`config.mk`:
```
export PLATFORM = sky130hd
export DESIGN_NAME = icacheWayArray
export DESIGN_NICKNAME = d
export VERILOG_FILES = /design/src/hw/icacheWayArray.sv
export SDC_FILE = /design/constraint.sdc
export NUM_CORES = 1
export LEC_CHECK = 0
export ABC_AREA = 1
export ABC_CLOCK_PERIOD_IN_PS = 16100
export BUFFER_PORTS_ARGS = -buffer_cell sky130_fd_sc_hd__clkbuf_2
export CAP_MARGIN = 20
export CORE_ASPECT_RATIO = 1.75
export CORE_MARGIN = 2
export CORE_UTILIZATION = 57
export CTS_CLUSTER_SIZE = 10
export DETAILED_ROUTE_END_ITERATION = 6
export PLACE_DENSITY = 0.81
export SETUP_SLACK_MARGIN = 0.3
export SLEW_MARGIN = 20
export SYNTH_ARGS = -nofsm -noshare
export SYNTH_HDL_FRONTEND = slang
export SYNTH_SLANG_ARGS = --single-unit
```
`constraint.sdc`:
```
create_clock -name clk -period 16.1 [get_ports clk]
set_clock_uncertainty 0.05 [all_clocks]
set_input_delay 3.22 -clock clk [delete_from_list [all_inputs] [get_ports clk]]
set_output_delay 3.22 -clock clk [all_outputs]
set_load 0.005 [all_outputs]
```
`src/hw/icacheWayArray.sv`:
```
// **********************************************************************
// Storage for one cache way, generic in its entry type
// **********************************************************************
`timescale 1ns/1ps
`default_nettype none

module icacheWayArray #(
  parameter type entryT = logic [31:0],
  parameter int  depth  = 16
) (
  input  logic                     clk,
  input  logic                     reset,
  input  logic                     writeEnable,
  input  logic [$clog2(depth)-1:0] writeIndex,
  input  entryT                    writeEntry,
  input  logic [$clog2(depth)-1:0] readIndex,
  output entryT                    readEntry
);

  entryT entries [depth];

  // One entry per cycle, cleared on reset so tags start invalid
  always_ff @(posedge clk, posedge reset) begin
    if (reset) begin
      for (int i = 0; i < depth; i++) begin
        entries[i] <= '0;
      end
    end else if (writeEnable) begin
      entries[writeIndex] <= writeEntry;
    end
  end

  // Combinational read
  assign readEntry = entries[readIndex];

endmodule

`default_nettype wire

```
# [Yosys cells after proc, flatten, opt, wreduce, memory -nomap -nowiden]
# Index checks and enable logic that the tools add are counted.
# Widths: inputs -> output; s select.
[totals] ff_bits=512 in_bits=43 out_inout_bits=32 elab_cells=28
[classes] order_cmp=3 muxes=6 bitwise_logic=2 reduce_logical=1
[op_table] op="$bwmux 512" n=1
[op_table] op="$bmux 32 s4" n=1
[op_table] op="$demux 32 s4" n=1
[op_table] op="$mux 32" n=3
[op_table] op="$ge 5x5->1 const B" n=2
[op_table] op="$not 4->5" n=2
[op_table] op="$lt 5x1->1 const B" n=1
[op_table] op="$logic_and 1x1->1" n=1

# [Longest topological paths before layout]
[logic_depth] ltp_word=6 mapped_depth=10 depth_no_buf=7

# [Least setup slack after synthesis]
# No wires, ideal clock.
[synth_path] path_type="input -> output" start="input readIndex[0]" end="output readEntry[10] (netlist name)" arrival_time_ns=4.219 required_time_ns=12.830 path_slack_ns=8.611 path_stages=10 cell_sequence="clkbuf_1 inv_1 buf_2 clkbuf_1 nand2_1 nand2_1 nand2_1 nand3_1 nand3_1 nand2_1"
[synth_lines] element="start: declaration" line="16" text="input logic [$clog2(depth)-1:0] readIndex,"
[synth_lines] element="end: declaration" line="17" text="output entryT readEntry"

==> impl_results.md <==
- Num rows: 100
- Number of global-route vias before repair: between 20000 and 25000
- Via density per instance: 5.78
- Synth area leaders: dfrtp_1 (52%), nand2_1 (18%), o21ai_0 (10%)
- Final HPWL DP: 37200 µm
- Yosys Warn Count: 0
- GRT Total Usage: 31.1%
- Seq cells post-synth: about 510
- TritonCTS buffer count: between 50 and 60
- Final WL: 68700 µm
- Finished Cell Area: 26500 µm²
- DR iter-0 viols: 2252
- CTS tree: yes
- PortBufs: 74
- Clk slew on worst S/H paths: 0.05 ns
- Mapped Area: 24600 µm²
- Hold Path Class: reg -> reg
- Initial antenna violation count: 4
- Remaining DRCs: 0
- Count of final setup violators: 0
- Crit share post-route: between 50% and 60%
- Worst slew margin: 28.8%
- Share of cells above drive strength 1: around 6.0%
- Max Transition Viols Final: 0
- Clock buffer depth: 3
- Sequential area share after synthesis: 52.2%
- Global-route wire length before repair: between 100000 and 150000 µm
- Biggest regs: entries (512)
- Max FFs per register: 512
- Die Area: about 45000 µm²
- Fill count: 3619
- CP Class: in -> out
- Biggest register: entries
- Largest net degree at the start of global routing: about 190
- Setup WS pre-CTS: 6.39 ns
- Synth-to-Final Area Change: 8.01%
- Share of the synthesized area in the top cell type: 52.2%
- CTS Root Cell: clkbuf_16
- Synth area leader: dfrtp_1
- FMAX: roughly 110 MHz
- Die W: 161 µm
- First-pass DRT Iterations: 6
- Synthesized Nets: 3333
- Worst EP arrival: 5.81 ns
- H-tree depth: 2
- Final worst-path setup slack: 7.02 ns
- MaxCap Viol Count: 0
- CP cell instances: clkbuf_8 > inv_6 > buf_6 > nand2_1 > nand3_1 > nand3_1 > nand3_1 > nand2_1 > clkbuf_2
- Pleak: 13.7 nW
- Cell area after placement: 25000 µm²
- Clock sink count: between 500 and 600
- Antenna-violating nets left: 0
- Endpoint class of the critical path: primary output
- Setup_tns: 0 ns
- Initial Utilization: roughly 58%
- I/O Pins: 75
- Cells on worst reg2reg path: 2
- Mapped Cells: 3290
- Avg Inst Size Synth: 7.47 µm²
- Nets: 3263
- RD Place Congestion: 0.812
- Power Density: 129 nW/µm²
- Via count: approximately 22000
- Per-cell routed wire length: 18.1 µm
- Status: completed
- Req. time, crit path: 12.83 ns
- CP peak stage delay: 0.74 ns
- Hold Slack: 0.433 ns
- Crit-path slowest cell: buf_6
- Most common cell after layout, fill and taps aside: nand2_1
- Hold depth: 2
- Crit start category: input port
- Fin. Hold Viols: 0
- Yosys cell types: 19
- Leading cell types in the layout, fill and taps excluded: nand2_1 (1163), dfrtp_1 (512), o21ai_0 (497), inv_1 (444), nand3_1 (396)
- Worst IR Drop VDD: 83.2 µV
- Post-cts hold buffer count: 0
- Core Region: about 43000 µm²
- Setup bufs post-CTS: 0
- Clock insertion delay at the later pin of the skew report: 0.58 ns
- Worst Max-Slew Pin Slew: 1.07 ns
- Min Tclk post-route: 9.08 ns
- Post-cts sizing count: 0
- CP most frequent cell: nand3_1
- Crit path max fanout: 114
- RSZ-0062 raised after global routing: no
- GR Overflow Total: 0
- Die height: around 280 µm
[cells by family (layout without fill, tap and decap cells)]
family	after synthesis	in the layout	synth area share (%)
and+or+nand+nor	1581	1581	26.7
AOI/OAI and AO/OA	512	512	10.4
other	0	2	0
DFF	512	512	52.2
buffers and inverters	685	618	10.8
[routing by layer]
layer | vias up | wire [µm] | GRT usage, %
met4 | 6 | 3650 | 16.0
met5 | - | 45 | 0
met2 | 1124 | 33100 | 52.2
met1 | 10468 | 25400 | 39.3
li1 | 10019 | - | -
met3 | 269 | 6490 | 4.65
[synth_stat cells (all sizes together)]
library cell,count
o21ai,512
nand2,1168
nor3,3
dfrtp,512
inv,450
buf,72
nand3,404
nor2,6
clkbuf,163
[worst paths after layout]
| path | startpoint | endpoint | slack, ns |
|---|---|---|---|
| max | readIndex[0] | readEntry[16] | 7.02 |
| min | entries[414]$_DFFE_PP0P_ | entries[414]$_DFFE_PP0P_ | 0.43 |
| max reg2reg | entries[176]$_DFFE_PP0P_ | entries[176]$_DFFE_PP0P_ | 15.27 |
| min reg2reg | entries[414]$_DFFE_PP0P_ | entries[414]$_DFFE_PP0P_ | 0.43 |
| max in group asynchronous | reset | entries[133]$_DFFE_PP0P_ | 11.27 |
| min in group asynchronous | reset | entries[332]$_DFFE_PP0P_ | 2.63 |
[critical path: cells and delay by family]
family                 cells  cell delay [ns]
and+or+nand+nor            5             0.65
buffers and inverters      4             1.81
[per-stage QoR]
stage / util, % / total power, mW / instances
final: 62.4 / 3.44 / 3786
after global routing: 62.4 / 3.63 / 3784
after CTS: 62.2 / 3.44 / 3782
after detailed placement: 58.7 / 2.31 / 3720
after global placement: 58.7 / 2.27 / 3720
after floorplan: - / 2.14 / 3290
[layout make-up]
class	instances	area (µm²)	share of cell area, %
diodes	2	5.00	0.0189
clock buffers	59	1450	5.48
clock inverters	3	47.5	0.179
inverters	450	1700	6.41
multi-input cells	2093	9130	34.4
flip-flops and latches	512	12800	48.3
well taps	561	702	2.65
repair buffers	106	686	2.58
[power breakdown]
part           total [mW]  switching (mW)  internal [mW]
clock network        1.13           0.484          0.644
logic               0.618           0.396          0.221
registers            1.69           0.129           1.56
total                3.44            1.01           2.43
(Power assumes the default switching activity.)
