**src/hw/icache_settings.svh**
```systemverilog
// **********************************************************************
// Cache geometry and address width macros
// **********************************************************************
`ifndef ICACHE_SETTINGS_SVH
`define ICACHE_SETTINGS_SVH

// Byte address, 16 sets of four-word lines
`define ICACHE_ADDR_W     32
`define ICACHE_SETS       16
`define ICACHE_LINE_WORDS 4
// Address less index, word offset and byte bits
`define ICACHE_TAG_W      24

`endif

```
**src/hw/icachePkg.sv**
```systemverilog
// **********************************************************************
// Types for fetch requests, bus address phases and array entries
// **********************************************************************
`default_nettype none
`include "icache_settings.svh"

package icachePkg;

  // Fetch request from the processor
  typedef struct packed {
    logic [`ICACHE_ADDR_W-1:0] addr;
  } fetchReqT;

  // One tag array entry
  typedef struct packed {
    logic                     valid;
    logic [`ICACHE_TAG_W-1:0] tag;
  } tagEntryT;

  // Address phase, word aligned
  typedef struct packed {
    logic                      valid;
    logic [`ICACHE_ADDR_W-1:0] addr;
  } busReqT;

  // Instruction word, shared by data arrays and bus
  typedef logic [31:0] wordT;

endpackage

`default_nettype wire

```
**src/hw/icacheController.sv**
```systemverilog
// **********************************************************************
// Hit detection, refill FSM, beat counters, LRU bits and way writes
// **********************************************************************
`timescale 1ns/1ps
`default_nettype none
`include "icache_settings.svh"

module icacheController
  import icachePkg::*;
(
  input  logic     clk,
  input  logic     reset,
  input  logic     cacheEnable,
  input  logic     fetchValid,
  input  fetchReqT fetchReq,
  output logic     fetchReady,
  output wordT     fetchInstr,
  input  tagEntryT tagRead0,
  input  tagEntryT tagRead1,
  input  wordT     dataRead0,
  input  wordT     dataRead1,
  output logic     tagWrite0,
  output logic     tagWrite1,
  output tagEntryT tagWriteEntry,
  output logic     dataWrite0,
  output logic     dataWrite1,
  output logic [$clog2(`ICACHE_SETS)+$clog2(`ICACHE_LINE_WORDS)-1:0] dataWriteIndex,
  output busReqT   busReq,
  input  logic     busReady,
  input  wordT     busRdata
);

  localparam int indexW  = $clog2(`ICACHE_SETS);
  localparam int offsetW = $clog2(`ICACHE_LINE_WORDS);

  typedef enum logic [1:0] {idle, fill, lastBeat, settle} stateT;

  stateT                    state;
  stateT                    nextState;
  logic [`ICACHE_TAG_W-1:0] reqTag;
  logic [indexW-1:0]        reqIndex;
  logic                     hit0;
  logic                     hit1;
  logic                     hit;
  logic [`ICACHE_SETS-1:0]  lruBits;
  logic                     victim;
  logic                     victimNext;
  logic                     bypass;
  logic [offsetW-1:0]       addrCount;
  logic [offsetW-1:0]       dataCount;
  logic                     dataBeat;
  logic                     lastData;
  wordT                     uncachedWord;

  // Address fields
  assign reqTag   = fetchReq.addr[`ICACHE_ADDR_W-1 -: `ICACHE_TAG_W];
  assign reqIndex = fetchReq.addr[offsetW+2 +: indexW];

  // Tag compare on both ways
  assign hit0 = tagRead0.valid && (tagRead0.tag == reqTag);
  assign hit1 = tagRead1.valid && (tagRead1.tag == reqTag);
  assign hit  = cacheEnable && (hit0 || hit1);

  // Empty ways first, way 0 before way 1, then the LRU choice
  always_comb begin
    if (!tagRead0.valid) begin
      victimNext = 1'b0;
    end else if (!tagRead1.valid) begin
      victimNext = 1'b1;
    end else begin
      victimNext = lruBits[reqIndex];
    end
  end

  // Hits answer in idle, uncached words in settle
  assign fetchReady = ((state == idle) && hit) || ((state == settle) && bypass);
  assign fetchInstr = (state == settle) ? uncachedWord : (hit1 ? dataRead1 : dataRead0);

  always_comb begin
    nextState = state;
    case (state)
      idle:     if (fetchValid && !hit) nextState = fill;
      // An uncached read needs only one address phase
      fill:     if (busReady && (bypass || addrCount == '1)) nextState = lastBeat;
      lastBeat: if (busReady) nextState = settle;
      settle:   nextState = idle;
      default:  nextState = idle;
    endcase
  end

  // Data phase trails the address phase by one accepted beat
  assign dataBeat = !bypass && busReady &&
                    (((state == fill) && (addrCount != '0)) || (state == lastBeat));
  assign lastData = !bypass && busReady && (state == lastBeat);

  assign dataWrite0     = dataBeat && !victim;
  assign dataWrite1     = dataBeat && victim;
  assign dataWriteIndex = {reqIndex, dataCount};

  // Tag goes in with the last word so a partial line never hits
  assign tagWrite0     = lastData && !victim;
  assign tagWrite1     = lastData && victim;
  assign tagWriteEntry = '{valid: 1'b1, tag: reqTag};

  always_comb begin
    busReq.valid = (state == fill);
    if (bypass) begin
      busReq.addr = {fetchReq.addr[`ICACHE_ADDR_W-1:2], 2'b00};
    end else begin
      busReq.addr = {reqTag, reqIndex, addrCount, 2'b00};
    end
  end

  always_ff @(posedge clk, posedge reset) begin
    if (reset) begin
      state     <= idle;
      victim    <= 1'b0;
      bypass    <= 1'b0;
      addrCount <= '0;
      dataCount <= '0;
    end else begin
      state <= nextState;
      if (state == idle) begin
        addrCount <= '0;
        dataCount <= '0;
        // Enable and victim are fixed for the whole miss
        if (fetchValid && !hit) begin
          bypass <= !cacheEnable;
          victim <= victimNext;
        end
      end else begin
        if ((state == fill) && busReady) begin
          addrCount <= addrCount + 1'b1;
        end
        if (dataBeat) begin
          dataCount <= dataCount + 1'b1;
        end
      end
    end
  end

  // LRU bit names the way to replace next
  always_ff @(posedge clk, posedge reset) begin
    if (reset) begin
      lruBits <= '0;
    end else if ((state == idle) && fetchValid && hit) begin
      lruBits[reqIndex] <= hit0;
    end else if (lastData) begin
      lruBits[reqIndex] <= !victim;
    end
  end

  // Word from an uncached read, returned in settle
  always_ff @(posedge clk) begin
    if (bypass && (state == lastBeat) && busReady) begin
      uncachedWord <= busRdata;
    end
  end

endmodule

`default_nettype wire

```
**config.mk**
```make
export PLATFORM = sky130hd
export DESIGN_NAME = icacheController
export DESIGN_NICKNAME = d
export VERILOG_FILES = /design/src/hw/icachePkg.sv /design/src/hw/icacheController.sv
export VERILOG_INCLUDE_DIRS = /design/src /design/src/hw
export SDC_FILE = /design/constraint.sdc
export NUM_CORES = 1
export LEC_CHECK = 0
export ABC_AREA = 1
export BUFFER_PORTS_ARGS = -buffer_cell sky130_fd_sc_hd__buf_2
export CORE_ASPECT_RATIO = 1.4
export CORE_UTILIZATION = 41
export DETAILED_ROUTE_END_ITERATION = 12
export GPL_TIMING_DRIVEN = 0
export PLACE_DENSITY = 0.81
export SETUP_SLACK_MARGIN = 0.05
export SYNTH_ARGS = -nofsm -noshare
export SYNTH_HDL_FRONTEND = slang
export SYNTH_SLANG_ARGS = --single-unit
```
**constraint.sdc**
```tcl
create_clock -name clk -period 2.4 [get_ports clk]
set_clock_uncertainty 0.2 [all_clocks]
set_input_delay 0.36 -clock clk [delete_from_list [all_inputs] [get_ports clk]]
set_output_delay 0.36 -clock clk [all_outputs]
set_load 0.01 [all_outputs]
```
## Word level (Yosys, flattened, before mapping)

Index checks and enable logic that the tools add are counted.

- Register bits: 56
- Input bits: 183
- Logic and storage cells: 77
- Output and inout port bits: 101

- Magnitude comparators: 2
- Reduce and logical (&&, ||, !) cells: 36
- Equality and inequality tests: 9
- Add/subtract/negate cells: 2
- Mux-type cells: 21

Operators by type and width:

| cell | number |
|---|---|
| $mux W32 | 2 |
| $eq A24 B24 Y1 | 2 |
| $bwmux W16 | 2 |
| $mux W16 | 2 |
| $logic_and A1 B1 Y1 | 21 |
| $mux W2 | 7 |
| $pmux W2 S4 | 1 |
| $reduce_bool A2 Y1 | 4 |
| $eq A2 B2 Y1 const B | 3 |
| $lt A4 B5 Y1 const B | 1 |
| $add A2 B1 Y2 const B | 2 |
| $bmux W1 S4 | 1 |
| $demux W1 S4 | 1 |
| $ge A4 B1 Y1 const B | 1 |
| $logic_not A1 Y1 | 4 |
| $logic_or A1 B1 Y1 | 4 |
| $mux W1 | 4 |
| $mux W4 | 1 |
| $ne A2 B1 Y1 const B | 2 |
| $reduce_and A3 Y1 | 1 |
| $eq A2 B1 Y1 const B | 1 |
| $logic_not A2 Y1 | 1 |
| $ne A2 B2 Y1 const B | 1 |
| $reduce_and A2 Y1 | 1 |

## Logic depth before layout (Yosys ltp)

- Depth in word-level cells: 8
- Depth in mapped cells: 14
- Mapped depth without buffers: 14

## Worst setup path after synthesis

No wires, ideal clock.

- Path type: register to register
- Start: reg state[0]
- End: reg uncachedWord[0] (enable)
- Clock period less this slack: 2,669 ps
- Path slack: -269 ps
- Arrival: 2,048 ps
- Setup time: 421 ps
- Stages on the path, launching flop included: 5
- Cells stage by stage: dfrtp_1 inv_1 ha_1 inv_1 nor2_1

- Cells in the longest elaborated chain, start to end: 3

RTL lines:

| what | line | text |
|---|---|---|
| start: declaration | icacheController.sv:38 | `stateT state;` |
| start signal: assignment | icacheController.sv:116 | `state <= idle;` |
| start signal: assignment | icacheController.sv:122 | `state <= nextState;` |
| $eq A2 B2 Y1 | icacheController.sv:155 | `if (bypass && (state == lastBeat) && busReady) begin` |
| $logic_and A1 B1 Y1 (2 in series) | icacheController.sv:155 |  |
| end signal: assignment | icacheController.sv:156 | `uncachedWord <= busRdata;` |
| end: declaration | icacheController.sv:53 | `wordT uncachedWord;` |

No other way between the ends.
A chain may end at the register's enable or synchronous reset.

## Worst setup path after layout

- Start: in tagRead1[10] (netlist bit)
- End: out fetchInstr[24]

- Cells in the longest elaborated chain, start to end: 4

RTL lines:

| what | line | text |
|---|---|---|
| start: declaration | icacheController.sv:19 | `input tagEntryT tagRead1,` |
| $eq A24 B24 Y1 | icacheController.sv:61 | `assign hit1 = tagRead1.valid && (tagRead1.tag == reqTag);` |
| $logic_and A1 B1 Y1 | icacheController.sv:61 |  |
| $mux W32 (2 in series) | icacheController.sv:77 | `assign fetchInstr = (state == settle) ? uncachedWord : (hit1 ? dataRead1 : dataRead0);` |
| end: declaration | icacheController.sv:17 | `output wordT fetchInstr,` |

No other way between the ends.

==> results.txt <==
Worst R2R Setup Slack: 0.22 ns
Final Util: 61.5%
Min Clock Period, post-route: 2.43 ns
initial core utilization: 42.5%
core footprint: 12000 µm²
Skew-Pair Late Insertion Delay: 0.29 ns
worst path arrival time: 1.87 ns
period utilization: 101%
io pins: 284
Final nets: 1297
die width: 96.3 µm
worst r2r path cells: 10
Avg WL per Cell: 13.1 µm
number of library cell types mapped by synthesis: 28
predominant post-synthesis flop cell: edfxtp_1
Final Hold Fails: 0
TritonCTS clock tree: done
VDD IR max: 0.000559 V
sequential-to-total area share from yosys stat: 30.6%
Worst-Margin Slew: 0.971 ns
clock slew at reported path FFs: 0.08 ns
worst-path fanout max: 8
total of max-cap violations: 0
post-synthesis register bit count: 56
Avg Cell Area, Syn: 6.31 µm²
failing checks: negative setup slack
Die ar.: 12900 µm²
startpoint types: input pin
post-route ant nets: 0
final WL: 16.4 mm
via count: 5891
clock root buffer: clkbuf_16
Post-Synthesis Cell Area: 5100 µm²
Clock Path Buffers: 2
# port buffers: 277
DPL Wire Length: 12.6 mm
CTS sink cnt: 56
area grow syn2layout: 44.5%
f_max: 411 MHz
die extent in y: 134 µm
yosys warns: 0
CP endpoint kind: primary output
CTS Hold Bufs: 0
R2R Path End: lruBits[5]
Final GP Congestion: 0.874
Tot Pwr: 3.83 mW
Starting DRT DRC Count: 235
fill cell count: 1107
Post-Syn Instances: 808
total power per unit cell area: 520 nW/µm²
Slew headroom: 35.2%
HP Start: busRdata[24]
worst hold path class: input pin to register
asr flop ratio synth: 42.9%
row count: 47
H-tree depth: 2
WHS Path Cells: 1
vias in the first global route: 5339
endpoints failing setup: 4
final worst slack: -0.0332 ns
largest net degree at the start of global routing: 33
DR pass1 iterations: 5
Slew Limit Fails: 0
GRT Util Overall: 24.1%
DR vias/cell: 4.69
Static Leakage: 4.10 nW
initial antenna violation count: 1
drt drc: 0
RSZ-0062 raised after global routing: true
layout cells sized above 1: 41.3%
GRT overflow: 0
Hold EP: uncachedWord[24]
reg2reg start: state[1]
worst setup path class: input pin to primary output
first-pass GRT wire length: 24.4 mm
Post-synth EDFFs: 32
CTS Buf Count: 5
run status: complete, but fails checks
Critical Path RT: 1.84 ns
==> worst max-delay path, cell delays in order <==
cell	delay, ns
buf_6	0.10
xor2_2	0.16
nor2_1	0.11
nand2_1	0.07
nor2_2	0.14
nand4_4	0.19
inv_8	0.15
buf_8	0.14
nor2_4	0.04
a21oi_2	0.15
o21ai_1	0.11
buf_2	0.15
==> worst max path at each step <==
stage | start | slack, ns | depth (start not counted) | endpoint
after CTS | tagRead1[20] | -0.09 | 13 | fetchInstr[21]
after global routing | fetchReq[20] | -0.12 | 13 | fetchInstr[20]
after global placement | fetchReq[29] | -0.39 | 14 | fetchInstr[9]
after floorplan | state[0] | 0.25 | 4 | uncachedWord[0]
after detailed placement | fetchReq[29] | -0.39 | 13 | fetchInstr[21]
final | tagRead1[10] | -0.03 | 12 | fetchInstr[24]
==> area by class of cell <==
type | count | area [µm²] | share of cell area, %
Clock inverter | 2 | 13.8 | 0.187
Clock buffer | 6 | 129 | 1.75
Buffer | 86 | 661 | 8.96
Antenna cell | 1 | 2.50 | 0.0339
Multi-Input combinational cell | 545 | 2700 | 36.6
Tap cell | 147 | 184 | 2.49
Sequential cell | 56 | 1560 | 21.2
Timing Repair Buffer | 291 | 1650 | 22.3
Inverter | 122 | 465 | 6.31
Timing Repair inverter | 1 | 7.51 | 0.102
==> cells in the final DEF (no fill, tap or decap), drive strengths merged, types with 3 or more instances in the layout <==
master,instances
dfrtp,24
nand2,267
ha,6
o21ai,43
nand3,9
nand4,19
buf,367
edfxtp,32
xor2,14
a22oi,8
a21oi,49
clkbuf,16
nor2,124
inv,122
conb,3
==> power by group <==
group	internal (mW)	switching [mW]	total, mW
combinational	0.774	1.12	1.90
sequential	1.14	0.0562	1.20
clock	0.390	0.347	0.737
total	2.31	1.53	3.83
==> what timing repair did <==
action	in CTS	in global routing
pin swaps	10	34
setup buffers	5	6
cloned	4	0
gates resized for setup	72	93
endpoints found under the setup margin	37	41
hold endpoints to repair	0	0
==> sequential cells by signal, indices dropped and copies added, names as in the netlist <==
| register | cells |
|---|---|
| state | 2 |
| bypass | 1 |
| addrCount | 2 |
| uncachedWord | 32 |
| dataCount | 2 |
| lruBits | 16 |
| victim | 1 |
==> per-layer routing <==
| layer | share of wire, % | global-route usage (%) | vias up |
|---|---|---|---|
| met5 | 0 | 0 | - |
| met4 | 2.2 | 7.79 | 0 |
| met3 | 5.7 | 4.02 | 28 |
| met2 | 54 | 44.6 | 207 |
| met1 | 38 | 27.1 | 2638 |
| li1 | - | - | 3018 |
==> synth_stat cells, types with 4 or more instances <==
| cell | number | area share [%] |
|---|---|---|
| buf_6 | 4 | 0.88 |
| dfrtp_1 | 24 | 12 |
| nand4_1 | 17 | 2.1 |
| xor2_1 | 14 | 2.4 |
| a21oi_1 | 33 | 3.2 |
| nor2_1 | 122 | 9.0 |
| nand2_1 | 265 | 19 |
| ha_1 | 6 | 1.5 |
| o21ai_0 | 43 | 4.2 |
| edfxtp_1 | 32 | 19 |
| buf_2 | 11 | 1.1 |
| a22oi_1 | 8 | 1.2 |
| nand3_1 | 8 | 0.78 |
| buf_4 | 59 | 8.7 |
| a21oi_2 | 16 | 2.7 |
| clkbuf_1 | 11 | 0.81 |
| inv_1 | 110 | 8.1 |
| inv_2 | 11 | 0.81 |
==> logic make-up (layout without fill, tap and decap cells) <==
| group | count (synthesis) | count (layout) | synth area share, % |
|---|---|---|---|
| DFF | 56 | 56 | 30.6 |
| adders and majority gates | 6 | 6 | 1.47 |
| xor gates and xnor gates | 16 | 16 | 2.75 |
| AOI/OAI and AO/OA | 100 | 100 | 11.4 |
| buffers and inverters | 208 | 508 | 20.5 |
| other | 2 | 4 | 0.147 |
| and+or+nand+nor | 420 | 420 | 33.2 |
==> metrics by stage <==
stage	hold WS, ns	worst slack (ns)	setup TNS, ns	area (µm²)	std cells
after CTS	0.0289	-0.0943	-2.21	7080	1250
after detailed placement	0.268	-0.394	-9.37	6680	1233
after floorplan	0.175	0.253	0	5110	809
after global placement	0.264	-0.388	-12.44	6680	1233
after global routing	0.0223	-0.122	-2.78	7370	1257
final	0.0371	-0.0332	-0.0761	7370	1257
No activity file was read; power rests on OpenSTA's default activity.
